==> src/tiled_ram_pkg.sv <==
// Limits: byte addresses with the low two bits ignored, whole-word access only, at most 1024 words
`default_nettype none

package tiled_ram_pkg;

  // ----------------------------------------------------------------------
  // Bus and word sizes
  // ----------------------------------------------------------------------

  // APB byte address width
  localparam int APB_ADDR_WIDTH = 12;

  // Data word carried on pwdata and prdata
  localparam int WORD_WIDTH = 32;

  typedef logic [WORD_WIDTH-1:0] word_t;

  // ----------------------------------------------------------------------
  // Sizing helpers
  // ----------------------------------------------------------------------

  // Index bits for a count, never less than one bit
  function automatic int clamped_clog2(input int value);
    return (value <= 2) ? 1 : $clog2(value);
  endfunction

  // Rounded-up quotient, gives the depth of one tile
  function automatic int ceil_div(input int num, input int den);
    return (num + den - 1) / den;
  endfunction

  // True for 1, 2, 4, 8 and so on
  function automatic bit is_power_of_2(input int value);
    return (value > 0) && ((value & (value - 1)) == 0);
  endfunction

endpackage

`default_nettype wire

==> src/valid_delay.sv <==
// Only the valid bits are reset, payload registers start unknown, zero stages is a plain wire path
`timescale 1ns/1ps
`default_nettype none

module valid_delay #(
  // Number of register stages, zero gives a wire path
  parameter int NumStages = 1,
  // Payload carried alongside valid
  parameter type payload_t = logic
) (
  input  wire      clk,
  input  wire      rst,
  input  wire      in_valid,
  input  payload_t in_payload,
  output logic     out_valid,
  output payload_t out_payload
);

  if (NumStages == 0) begin : gen_passthru
    // Combinational path, clk and rst are not needed here
    assign out_valid   = in_valid;
    assign out_payload = in_payload;

  end else begin : gen_stages
    logic [NumStages-1:0] valid_q;
    payload_t             payload_q [NumStages];

    // Valid shift chain
    always_ff @(posedge clk) begin
      if (rst) begin
        valid_q <= '0;
      end else begin
        valid_q[0] <= in_valid;
        for (int s = 1; s < NumStages; s++) begin
          valid_q[s] <= valid_q[s-1];
        end
      end
    end

    // Payload shift chain, no reset
    always_ff @(posedge clk) begin
      payload_q[0] <= in_payload;
      for (int s = 1; s < NumStages; s++) begin
        payload_q[s] <= payload_q[s-1];
      end
    end

    assign out_valid   = valid_q[NumStages-1];
    assign out_payload = payload_q[NumStages-1];
  end

endmodule

`default_nettype wire

==> src/ram_addr_decoder.sv <==
// Tiles must divide Depth evenly and in_addr must be below Depth whenever in_valid is high
`timescale 1ns/1ps
`default_nettype none

module ram_addr_decoder #(
  parameter int Depth     = 24,
  parameter int Tiles     = 3,
  parameter int Stages    = 1,
  parameter int DataWidth = tiled_ram_pkg::WORD_WIDTH,
  localparam int TileDepth    = tiled_ram_pkg::ceil_div(Depth, Tiles),
  localparam int InAddrWidth  = tiled_ram_pkg::clamped_clog2(Depth),
  localparam int OutAddrWidth = tiled_ram_pkg::clamped_clog2(TileDepth)
) (
  input  wire                                     clk,
  input  wire                                     rst,
  // Request side
  input  wire                                     in_valid,
  input  wire  [InAddrWidth-1:0]                  in_addr,
  input  wire                                     in_data_valid,
  input  wire  [DataWidth-1:0]                    in_data,
  // Per-tile side, address is local to the tile
  output logic [Tiles-1:0]                        out_valid,
  output logic [Tiles-1:0][OutAddrWidth-1:0]      out_addr,
  output logic [Tiles-1:0]                        out_data_valid,
  output logic [Tiles-1:0][DataWidth-1:0]         out_data
);

  typedef logic [OutAddrWidth-1:0] tile_addr_t;
  typedef logic [DataWidth-1:0]    tile_data_t;

  // Decoded request before retiming
  logic [Tiles-1:0]   dec_valid;
  tile_addr_t         dec_addr [Tiles];

  // ----------------------------------------------------------------------
  // Tile select
  // ----------------------------------------------------------------------

  if (Tiles == 1) begin : gen_single
    // One tile, address passes unchanged
    assign dec_valid[0] = in_valid;
    assign dec_addr[0]  = in_addr;

  end else if (tiled_ram_pkg::is_power_of_2(Depth)) begin : gen_msb_select
    localparam int SelWidth = $clog2(Tiles);
    localparam int SelLsb   = InAddrWidth - SelWidth;

    logic [SelWidth-1:0] tile_sel;
    tile_addr_t          local_addr;

    // Upper bits pick the tile
    assign tile_sel = in_addr[InAddrWidth-1:SelLsb];

    // Lower bits index inside it, single-entry tiles always use entry 0
    assign local_addr = (TileDepth > 1) ? in_addr[OutAddrWidth-1:0] : '0;

    for (genvar i = 0; i < Tiles; i++) begin : gen_tile
      assign dec_valid[i] = in_valid && (tile_sel == SelWidth'(i));
      assign dec_addr[i]  = local_addr;
    end

  end else begin : gen_range_compare
    // Depth not a power of 2, so each tile checks its own window
    for (genvar i = 0; i < Tiles; i++) begin : gen_tile
      localparam int Base  = TileDepth * i;
      localparam int Bound = TileDepth * (i + 1);

      logic [InAddrWidth-1:0] offset;

      // Base is inclusive, bound exclusive
      assign dec_valid[i] = in_valid &&
                            (int'(in_addr) >= Base) && (int'(in_addr) < Bound);

      // Offset from the tile base, upper bits are zero inside the window
      assign offset      = in_addr - InAddrWidth'(Base);
      assign dec_addr[i] = offset[OutAddrWidth-1:0];
    end
  end

  // ----------------------------------------------------------------------
  // Per-tile retiming
  // ----------------------------------------------------------------------

  // Separate registers per tile keep fanout low
  for (genvar i = 0; i < Tiles; i++) begin : gen_out
    logic dec_data_valid;

    // Write data only goes to the selected tile
    assign dec_data_valid = dec_valid[i] && in_data_valid;

    valid_delay #(
      .NumStages(Stages),
      .payload_t(tile_addr_t)
    ) u_addr_delay (
      .clk        (clk),
      .rst        (rst),
      .in_valid   (dec_valid[i]),
      .in_payload (dec_addr[i]),
      .out_valid  (out_valid[i]),
      .out_payload(out_addr[i])
    );

    valid_delay #(
      .NumStages(Stages),
      .payload_t(tile_data_t)
    ) u_data_delay (
      .clk        (clk),
      .rst        (rst),
      .in_valid   (dec_data_valid),
      .in_payload (in_data),
      .out_valid  (out_data_valid[i]),
      .out_payload(out_data[i])
    );
  end

endmodule

`default_nettype wire

==> src/ram_tile.sv <==
// Contents are not reset and a read of an unwritten entry returns unknown data
`timescale 1ns/1ps
`default_nettype none

module ram_tile #(
  parameter int TileDepth = 8,
  parameter int DataWidth = $bits(tiled_ram_pkg::word_t),
  localparam int AddrWidth = tiled_ram_pkg::clamped_clog2(TileDepth)
) (
  input  wire                  clk,
  input  wire                  tile_valid,
  // High for a write, low for a read
  input  wire                  tile_wr,
  input  wire  [AddrWidth-1:0] tile_addr,
  input  wire  [DataWidth-1:0] tile_wdata,
  output logic [DataWidth-1:0] rd_data
);

  // Flop storage
  logic [DataWidth-1:0] mem [TileDepth];

  // ----------------------------------------------------------------------
  // Write port
  // ----------------------------------------------------------------------

  always_ff @(posedge clk) begin
    if (tile_valid && tile_wr) begin
      mem[tile_addr] <= tile_wdata;
    end
  end

  // ----------------------------------------------------------------------
  // Read port
  // ----------------------------------------------------------------------

  // One cycle latency, holds the last word between reads
  always_ff @(posedge clk) begin
    if (tile_valid && !tile_wr) begin
      rd_data <= mem[tile_addr];
    end
  end

endmodule

`default_nettype wire

==> src/read_return_mux.sv <==
// Expects at most one tile read request per cycle and a tile read latency of one cycle
`timescale 1ns/1ps
`default_nettype none

module read_return_mux #(
  parameter int Tiles     = 3,
  parameter int DataWidth = $bits(tiled_ram_pkg::word_t),
  localparam int SelWidth = tiled_ram_pkg::clamped_clog2(Tiles)
) (
  input  wire                              clk,
  input  wire                              rst,
  // One-hot read request, same cycle as the tile request
  input  wire  [Tiles-1:0]                 tile_rd_req,
  input  wire  [Tiles-1:0][DataWidth-1:0]  tile_rd_data,
  output logic                             rd_valid,
  output logic [DataWidth-1:0]             rd_data
);

  logic [Tiles-1:0]    req_q;
  logic [SelWidth-1:0] sel_idx;

  // Request delayed to line up with the tile read data
  always_ff @(posedge clk) begin
    if (rst) begin
      req_q <= '0;
    end else begin
      req_q <= tile_rd_req;
    end
  end

  // One-hot to index
  always_comb begin
    sel_idx = '0;
    for (int t = 0; t < Tiles; t++) begin
      if (req_q[t]) begin
        sel_idx = SelWidth'(t);
      end
    end
  end

  // ----------------------------------------------------------------------
  // Return path
  // ----------------------------------------------------------------------

  assign rd_valid = |req_q;
  // Index stays in range, it defaults to tile 0 when idle
  assign rd_data  = tile_rd_data[sel_idx];

endmodule

`default_nettype wire

==> src/apb_ram_ctrl.sv <==
// Word-only APB slave without pstrb or pprot, Depth at most 1024, reads wait on rd_valid
`timescale 1ns/1ps
`default_nettype none

module apb_ram_ctrl #(
  parameter int Depth = 24,
  localparam int ReqAddrWidth = tiled_ram_pkg::clamped_clog2(Depth)
) (
  input  wire                                          clk,
  input  wire                                          rst,
  // APB slave
  input  wire                                          psel,
  input  wire                                          penable,
  input  wire                                          pwrite,
  input  wire  [tiled_ram_pkg::APB_ADDR_WIDTH-1:0]     paddr,
  input  tiled_ram_pkg::word_t                         pwdata,
  output tiled_ram_pkg::word_t                         prdata,
  output logic                                         pready,
  output logic                                         pslverr,
  // Request into the decoder
  output logic                                         req_valid,
  output logic [ReqAddrWidth-1:0]                      req_addr,
  output logic                                         req_wr,
  output tiled_ram_pkg::word_t                         req_wdata,
  // Read return
  input  wire                                          rd_valid,
  input  tiled_ram_pkg::word_t                         rd_data
);

  typedef enum logic [1:0] {
    ST_IDLE,
    ST_ISSUE,
    ST_WAIT_RD,
    ST_DONE
  } state_e;

  state_e state;
  state_e state_next;

  logic [tiled_ram_pkg::APB_ADDR_WIDTH-3:0] word_idx;
  logic                                     in_range;
  logic                                     setup;

  // Byte address to word index
  assign word_idx = paddr[tiled_ram_pkg::APB_ADDR_WIDTH-1:2];
  assign in_range = int'(word_idx) < Depth;
  assign setup    = psel && !penable;

  // ----------------------------------------------------------------------
  // FSM
  // ----------------------------------------------------------------------

  always_comb begin
    state_next = state;
    case (state)
      // Range decided from the setup cycle address
      ST_IDLE:    if (setup) state_next = in_range ? ST_ISSUE : ST_DONE;
      // Writes are posted and finish here
      ST_ISSUE:   state_next = pwrite ? ST_IDLE : ST_WAIT_RD;
      ST_WAIT_RD: if (rd_valid) state_next = ST_IDLE;
      // Error completion
      ST_DONE:    state_next = ST_IDLE;
      default:    state_next = ST_IDLE;
    endcase
  end

  always_ff @(posedge clk) begin
    if (rst) begin
      state <= ST_IDLE;
    end else begin
      state <= state_next;
    end
  end

  // ----------------------------------------------------------------------
  // Outputs
  // ----------------------------------------------------------------------

  // One request, in the first access cycle
  assign req_valid = (state == ST_ISSUE);
  assign req_addr  = word_idx[ReqAddrWidth-1:0];
  assign req_wr    = req_valid && pwrite;
  assign req_wdata = pwdata;

  assign pready = ((state == ST_ISSUE) && pwrite) ||
                  ((state == ST_WAIT_RD) && rd_valid) ||
                  (state == ST_DONE);

  assign pslverr = (state == ST_DONE);

  // Zero unless read data is returning
  assign prdata = ((state == ST_WAIT_RD) && rd_valid) ? rd_data : '0;

endmodule

`default_nettype wire

==> src/tiled_ram_top.sv <==
// DataWidth must equal the package word width and Tiles must divide Depth evenly
`timescale 1ns/1ps
`default_nettype none

module tiled_ram_top #(
  parameter int Depth     = 24,
  parameter int Tiles     = 3,
  parameter int Stages    = 1,
  parameter int DataWidth = tiled_ram_pkg::WORD_WIDTH,
  localparam int TileDepth     = tiled_ram_pkg::ceil_div(Depth, Tiles),
  localparam int ReqAddrWidth  = tiled_ram_pkg::clamped_clog2(Depth),
  localparam int TileAddrWidth = tiled_ram_pkg::clamped_clog2(TileDepth)
) (
  input  wire                                      clk,
  input  wire                                      rst,
  // APB slave
  input  wire                                      psel,
  input  wire                                      penable,
  input  wire                                      pwrite,
  input  wire  [tiled_ram_pkg::APB_ADDR_WIDTH-1:0] paddr,
  input  tiled_ram_pkg::word_t                     pwdata,
  output tiled_ram_pkg::word_t                     prdata,
  output logic                                     pready,
  output logic                                     pslverr
);

  // Controller to decoder
  logic                      req_valid;
  logic [ReqAddrWidth-1:0]   req_addr;
  logic                      req_wr;
  tiled_ram_pkg::word_t      req_wdata;

  // Decoder to tiles
  logic [Tiles-1:0]                     tile_valid;
  logic [Tiles-1:0][TileAddrWidth-1:0]  tile_addr;
  logic [Tiles-1:0]                     tile_wr;
  logic [Tiles-1:0][DataWidth-1:0]      tile_wdata;

  // Tiles to return mux
  logic [Tiles-1:0]                     tile_rd_req;
  logic [Tiles-1:0][DataWidth-1:0]      tile_rd_data;
  logic                                 rd_valid;
  tiled_ram_pkg::word_t                 rd_data;

  apb_ram_ctrl #(
    .Depth(Depth)
  ) u_ctrl (
    .clk      (clk),
    .rst      (rst),
    .psel     (psel),
    .penable  (penable),
    .pwrite   (pwrite),
    .paddr    (paddr),
    .pwdata   (pwdata),
    .prdata   (prdata),
    .pready   (pready),
    .pslverr  (pslverr),
    .req_valid(req_valid),
    .req_addr (req_addr),
    .req_wr   (req_wr),
    .req_wdata(req_wdata),
    .rd_valid (rd_valid),
    .rd_data  (rd_data)
  );

  ram_addr_decoder #(
    .Depth    (Depth),
    .Tiles    (Tiles),
    .Stages   (Stages),
    .DataWidth(DataWidth)
  ) u_decoder (
    .clk           (clk),
    .rst           (rst),
    .in_valid      (req_valid),
    .in_addr       (req_addr),
    .in_data_valid (req_wr),
    .in_data       (req_wdata),
    .out_valid     (tile_valid),
    .out_addr      (tile_addr),
    .out_data_valid(tile_wr),
    .out_data      (tile_wdata)
  );

  for (genvar i = 0; i < Tiles; i++) begin : gen_tile
    // Read request is a valid without write
    assign tile_rd_req[i] = tile_valid[i] && !tile_wr[i];

    ram_tile #(
      .TileDepth(TileDepth),
      .DataWidth(DataWidth)
    ) u_tile (
      .clk       (clk),
      .tile_valid(tile_valid[i]),
      .tile_wr   (tile_wr[i]),
      .tile_addr (tile_addr[i]),
      .tile_wdata(tile_wdata[i]),
      .rd_data   (tile_rd_data[i])
    );
  end

  read_return_mux #(
    .Tiles    (Tiles),
    .DataWidth(DataWidth)
  ) u_rd_mux (
    .clk         (clk),
    .rst         (rst),
    .tile_rd_req (tile_rd_req),
    .tile_rd_data(tile_rd_data),
    .rd_valid    (rd_valid),
    .rd_data     (rd_data)
  );

endmodule

`default_nettype wire

==> config.mk <==
export PLATFORM = sky130hd
export DESIGN_NAME = tiled_ram_top
export DESIGN_NICKNAME = d
export VERILOG_FILES = /design/src/tiled_ram_pkg.sv /design/src/valid_delay.sv /design/src/ram_addr_decoder.sv /design/src/ram_tile.sv /design/src/read_return_mux.sv /design/src/apb_ram_ctrl.sv /design/src/tiled_ram_top.sv
export SDC_FILE = /design/constraint.sdc
export NUM_CORES = 1
export LEC_CHECK = 0
export BUFFER_PORTS_ARGS = -buffer_cell sky130_fd_sc_hd__buf_4
export CORE_MARGIN = 1.5
export CORE_UTILIZATION = 60
export CTS_CLUSTER_DIAMETER = 100
export DETAILED_ROUTE_END_ITERATION = 6
export GPL_TIMING_DRIVEN = 0
export PLACE_DENSITY_LB_ADDON = 0.12
export SKIP_CTS_REPAIR_TIMING = 1
export SLEW_MARGIN = 20
export SYNTH_ARGS = -nofsm -noshare
export SYNTH_HDL_FRONTEND = slang
export SYNTH_SLANG_ARGS = --single-unit
==> constraint.sdc <==
create_clock -name clk -period 4.4 [get_ports clk]
set_input_delay 0.66 -clock clk [delete_from_list [all_inputs] [get_ports clk]]
set_output_delay 0.66 -clock clk [all_outputs]
set_load 0.05 [all_outputs]
=== Word level (Yosys, flattened, before mapping) ===
Memory sizes are Yosys's and may differ from the RTL's. A register that Yosys moved wholly into a read port is not among the register bits.
Index checks and enable logic that the tools add are counted.

* Bits in registers: 11
* Output and inout bits: 34
* ROM bits: 0
* Memories: 9
* Bits in latches: 0
* Word-level logic and storage cells: 73
* Memory bits (writable): 873

* Multipliers: 0
* Reductions and logical operators: 26
* Order comparisons: 7
* Mux-type cells: 16
* Equal/unequal tests: 5
* Bitwise logic cells: 0
* Add/subtract/negate cells: 2
* Divide/modulo/power cells: 0
* Shift-type cells: 0

{| class="wikitable"
|+ Memories
! memory !! words !! bits a word !! read ports !! clocked after Yosys merged registers in !! write ports !! RTL line !! text
|-
| gen_tile[0].u_tile.mem || 8 || 32 || 1 || 1 || 1 || ram_tile.sv:20 || <nowiki>logic [DataWidth-1:0] mem [TileDepth];</nowiki>
|-
| gen_tile[1].u_tile.mem || 8 || 32 || 1 || 1 || 1 || ram_tile.sv:20 ||
|-
| gen_tile[2].u_tile.mem || 8 || 32 || 1 || 1 || 1 || ram_tile.sv:20 ||
|-
| u_decoder.gen_out[0].u_data_delay.gen_stages.payload_q || 1 || 32 || 1 || 0 || 1 || valid_delay.sv:26 || <nowiki>payload_t payload_q [NumStages];</nowiki>
|-
| u_decoder.gen_out[1].u_data_delay.gen_stages.payload_q || 1 || 32 || 1 || 0 || 1 || valid_delay.sv:26 ||
|-
| u_decoder.gen_out[2].u_data_delay.gen_stages.payload_q || 1 || 32 || 1 || 0 || 1 || valid_delay.sv:26 ||
|-
| 3 more memories || n/a || n/a || n/a || n/a || n/a || n/a ||
|}

{| class="wikitable"
|+ Operator list
! cell !! number
|-
| $bmux W32 S2 || 1
|-
| $mux W32 || 2
|-
| $logic_and A1 B1 Y1 || 17
|-
| $lt A10 B5 Y1 const B || 1
|-
| $lt A5 B5 Y1 const B || 2
|-
| $mux W2 || 5
|-
| $pmux W2 S4 || 1
|-
| $mux W1 || 7
|-
| $sub A3 B1 Y3 const B || 2
|-
| $ge A5 B4 Y1 const B || 1
|-
| $ge A5 B5 Y1 const B || 1
|-
| $lt A5 B4 Y1 const B || 1
|-
| $eq A2 B2 Y1 const B || 2
|-
| $logic_not A1 Y1 || 4
|-
| $ne A2 B1 Y1 const B || 2
|-
| $lt A2 B3 Y1 const B || 1
|-
| $reduce_or A3 Y1 || 1
|-
| $eq A2 B1 Y1 const B || 1
|-
| $logic_not A2 Y1 || 1
|-
| $logic_or A1 B1 Y1 || 2
|-
| $reduce_and A2 Y1 || 1
|}

=== Logic depth before layout (Yosys ltp) ===
* Word-level depth: 5
* Gate-level depth with buffers: 8
* Mapped depth without buffers: 4

=== Modules after synthesis ===
From an unflattened synthesis, not the netlist that was laid out.

* Cells, all modules: 1604
* Area, all modules: 36462.5 um^2

{| class="wikitable"
|+ Modules (own cells, without submodules)
! module !! cells an instance !! area each (um^2) !! times used
|-
| ram_tile at gen_tile[1].u_tile ... || 425 || 10870.4 || 2
|-
| ram_tile at gen_tile[0].u_tile || 425 || 10869.2 || 1
|-
| valid_delay at u_decoder.gen_out[0].u_data_delay ... || 34 || 674.4 || 3
|-
| read_return_mux || 114 || 790.8 || 1
|-
| apb_ram_ctrl || 89 || 654.4 || 1
|-
| valid_delay at u_decoder.gen_out[0].u_addr_delay ... || 5 || 93.8 || 3
|-
| ram_addr_decoder || 6 || 61.3 || 1
|-
| tiled_ram_top || 3 || 41.3 || 1
|}

=== Worst setup path before layout ===
OpenSTA, ideal clock, no wires.

* Path type: register to register
* From: memory u_decoder.gen_out[2].u_addr_delay.gen_stages.payload_q[0][2] (netlist name)
* To: memory gen_tile[0].u_tile.mem[3][0] (netlist name), enable pin
* Period minus slack after synthesis: 3.787 ns
* Arrival: 3.326 ns
* Stages on the path, launching flop included: 7
* Slack: 0.613 ns
* Cells stage by stage: dfxtp_1 -> buf_2 -> buf_6 -> buf_4 -> buf_2 -> buf_2 -> nor3_1

{| class="wikitable"
|+ RTL lines
! item !! RTL line
|-
| from (decl) || valid_delay.sv:26
|-
| to (decl) || ram_tile.sv:20
|}

=== Worst setup path after layout ===
* From: register u_rd_mux.req_q[2]
* To: output prdata[30]

* Longest elaborated chain between the ends: 4
* Elaborated cells between the ends (all ways): 6

{| class="wikitable"
|+ RTL lines
! item !! RTL line !! text
|-
| from (decl) || read_return_mux.sv:19 || <nowiki>logic [Tiles-1:0] req_q;</nowiki>
|-
| from (signal assigned) || read_return_mux.sv:27 || <nowiki>req_q <= tile_rd_req;</nowiki>
|-
| $mux W2 || read_return_mux.sv:35 || <nowiki>if (req_q[t]) begin</nowiki>
|-
| $bmux W32 S2 || read_return_mux.sv:47 || <nowiki>assign rd_data = tile_rd_data[sel_idx];</nowiki>
|-
| $mux W32 (implied by the code) || read_return_mux.sv:47 ||
|-
| $mux W32 * || apb_ram_ctrl.sv:92 || <nowiki>assign prdata = ((state == ST_WAIT_RD) && rd_valid) ? rd_data : '0;</nowiki>
|-
| to (decl) || tiled_ram_top.sv:22 || <nowiki>output tiled_ram_pkg::word_t prdata,</nowiki>
|}

Mark *: on every way between the ends. The rest lies on a longest branch, timed or not. The select of a mux whose other input is x is not followed.

==> flow_summary.yaml <==
clocking:
  htreeDepth: 3
  clk_pin_slew_ns: 0.06
  cts_buffers: 88
  cts-root-buf: "clkbuf_16"
  clock_latency_ns: 0.66
  cts.sinks: 910
  cts_tree: "yes"
  clk_path_buf_depth: 3
setup_path:
  crit_path_end_kind: "output pin"
  r2r_slack_ns: 0.99
  cp_common_cell: "clkbuf_1"
  cp_max_fo: 10
  critPathKind: "flop to output pin"
  crit_slowest_cell: "clkbuf_1"
  critPathMaxStageDelay_ns: 0.88
  path_cells: "clkbuf_1 > clkbuf_1 > a21oi_1 > nor2_1 > buf_4"
  critPathArrivalTime_ns: 3.14
  timing.rr.end: "gen_tile[0].u_tile.mem[3][6]$_DFFE_PP_"
  r2r_cells: 8
  worstPathRequired_ns: 3.74
  start_kind: "flop"
floorplan:
  start_util: 0.6098
  core_sq_mm: 0.05542
  rows: 86
  dieHeight_um: 240.3
  io_pins: 83
  die_width_um: 240.3
  dieArea_sq_mm: 0.05775
sta:
  maxSlewViolCount: 0
  setup_viol: 0
  post-route-period-util: 0.8629
  fmax_mhz: 263.4
  slew_headroom: 0.1908
  fin_skew_ns: 0.03028
  fin_crit_ns: 3.797
  worst_slew_pin_slew_ns: 1.214
  hold_ws_ns: 0.1137
  fin_setup_tns_ns: 0
  hold_viol_final: 0
  grt_setup_unrepaired: "no"
final_layout:
  synthToLayoutAreaGrowth_pct: 16.83
  ff_latch_area_sq_mm: 0.02687
  drive_above_1_share: 0.2392
  fin_util: 0.7124
  num-fill-cells: 3341
  nets: 2084
  multi_input_area_sq_mm: 0.006487
  design_area_sq_mm: 0.03948
  diodes: 0
grt:
  grt_max_degree: 25
  grt_pass1_wl_um: 129200
  grt_overflow: 0
  first_global_vias: 18553
  antenna_found_initial: 2
  track_usage: 0.3268
yosys:
  yosys-top-cells-area: "edfxtp_1 (77%), mux4_2 (5.2%), mux2i_1 (3.6%)"
  yosys_most_used_dff: "edfxtp_1"
  synthMostInstantiatedCell: "edfxtp_1"
  netlist_area_sq_mm: 0.03379
  ys_ff_latch: 910
  synth_top_area_frac: 0.7678
  avgSynthCellArea_sq_um: 19.00
  synth_common_cells: "edfxtp_1 (864), nand2_1 (138), mux2i_1 (122)"
  async_reset_ff_frac: 0
  yosysTopAreaCell: "edfxtp_1"
  synth-edff-count: 864
  synth.distinct_cells: 38
  yosys_warnings: 0
  synth_nets: 1827
  ys_seq_area_frac: 0.7951
  syn_inst: 1778
place:
  io_buffer_count: 80
  dpl.hpwl_um: 59540
  postPlaceCellArea_sq_mm: 0.03670
  place_congestion: 0.8445
detailed_routing:
  viasPerCell: 6.565
  totalWireLength_um: 91810
  drt_iter0_drc: 2804
  detail-route-antenna-nets: 0
  drc: 0
  wl_per_cell_um: 32.16
  first_pass_iters: 6
  vias: 18744
pwr:
  total_power_mw: 17.57
  leakagePower_nw: 13.23
  irDropWorstVdd_mv: 0.3673
  power_density_mw_per_mm2: 445.0
outcome:
  status: "complete, no violations"
run:
  timing.max_cap.violations: 0
worst_hold_path:
  hold_path.startpoint: "paddr[3]"
  min_path_type: "input port to flop"
  hold_depth: 1
final cells by class:
type,instances,area share
multi-input combinational,765,0.1643
tap,748,0.02371
buffer,100,0.01521
timing repair buffer,167,0.04561
clock inverter,35,0.007987
sequential,910,0.6805
clock buffer,127,0.06234
inverter,3,0.0002852
registers in the layout, summed over array words and instances (netlist names):
name and flops:
gen_tile.u_tile.rd_data 96, gen_tile.u_tile.mem 768, u_decoder.gen_out.u_addr_delay.gen_stages.payload_q 3, u_decoder.gen_out.u_data_delay.gen_stages.payload_q 32, u_decoder.gen_out.u_data_delay.out_valid 3, u_ctrl.state 2
u_rd_mux.req_q 3, u_decoder.gen_out.u_addr_delay.out_valid 3
worst max-delay path, delay by kind of cell, from the launching register on:
family | cells | cell delay (ns)
AND/OR/NAND/NOR | 1 | 0.18
flip-flops | 1 | 0.36
buffers and inverters | 3 | 1.64
AO/OA/AOI/OAI | 1 | 0.32
metrics by stage:
step	cells	setup slack, ns
CTS	2855	0.6729
floorplan	1778	0.6126
finish	2855	0.6032
detailed placement	2693	1.034
global route	2855	0.5579
global placement	2606	-2.813
worst max path at each step:
stage | start | end | slack (ns) | cells after the start
floorplan | flop | gen_tile[0].u_tile.mem[3][0]$_DFFE_PP_ | 0.61 | 6
global placement | flop | gen_tile[1].u_tile.mem[3][4]$_DFFE_PP_ | -2.81 | 6
detailed placement | flop | gen_tile[0].u_tile.mem[3][6]$_DFFE_PP_ | 1.03 | 8
CTS | u_rd_mux.req_q[2]$_SDFF_PP0_ | prdata[30] | 0.67 | 5
global route | u_rd_mux.req_q[2]$_SDFF_PP0_ | prdata[23] | 0.56 | 5
finish | u_rd_mux.req_q[2]$_SDFF_PP0_ | prdata[30] | 0.60 | 5
layout by cell type, fill, tap and decap left out, types with 5 or more instances in the layout:
cell,synthesis,routed
o22ai_1,15,15
buf_6,11,30
o22a_1,20,20
clkbuf_16,0,90
dfxtp_1,46,46
nor3_2,0,12
nor2_2,6,6
buf_4,19,141
o221ai_1,8,8
nor2_4,0,12
buf_16,0,20
clkbuf_8,0,7
clkinv_1,0,13
a22oi_1,34,34
buf_2,46,46
clkinv_2,0,10
nand2_1,138,138
a21oi_1,54,54
nor2b_1,9,6
a221oi_1,82,82
mux4_2,78,78
mux2_2,23,23
clkbuf_1,20,48
o21ai_0,37,37
buf_12,0,6
mux2i_1,122,122
bufinv_16,0,5
nor2_1,82,70
and2_1,7,7
edfxtp_1,864,864
a22o_1,16,16
cells by family (layout without fill, tap and decap cells):
kind of cell,count (synthesis),count (layout),synth area share
mux,223,223,0.09579
buf+inv,103,432,0.01803
flops,910,910,0.7951
simple gates,267,267,0.03277
compound gates,275,275,0.05832
layer usage:
| layer | up-vias | wire length, um | GRT usage |
|---|---|---|---|
| met4 | 0 | 4278 | 0.1368 |
| li1 | 7687 | - | - |
| met1 | 9527 | 34420 | 0.4446 |
| met5 | - | 0 | 0 |
| met2 | 1260 | 43060 | 0.5137 |
| met3 | 270 | 10060 | 0.07750 |
where the power goes:
part	switching (mW)	internal, mW	leakage, nW
sequential	0.118	9.51	8.15
combinational	0.389	0.242	3.73
clock	3.13	4.18	1.35
total	3.64	13.9	13.2
Note: power is estimated with default switching activity, not from simulation.
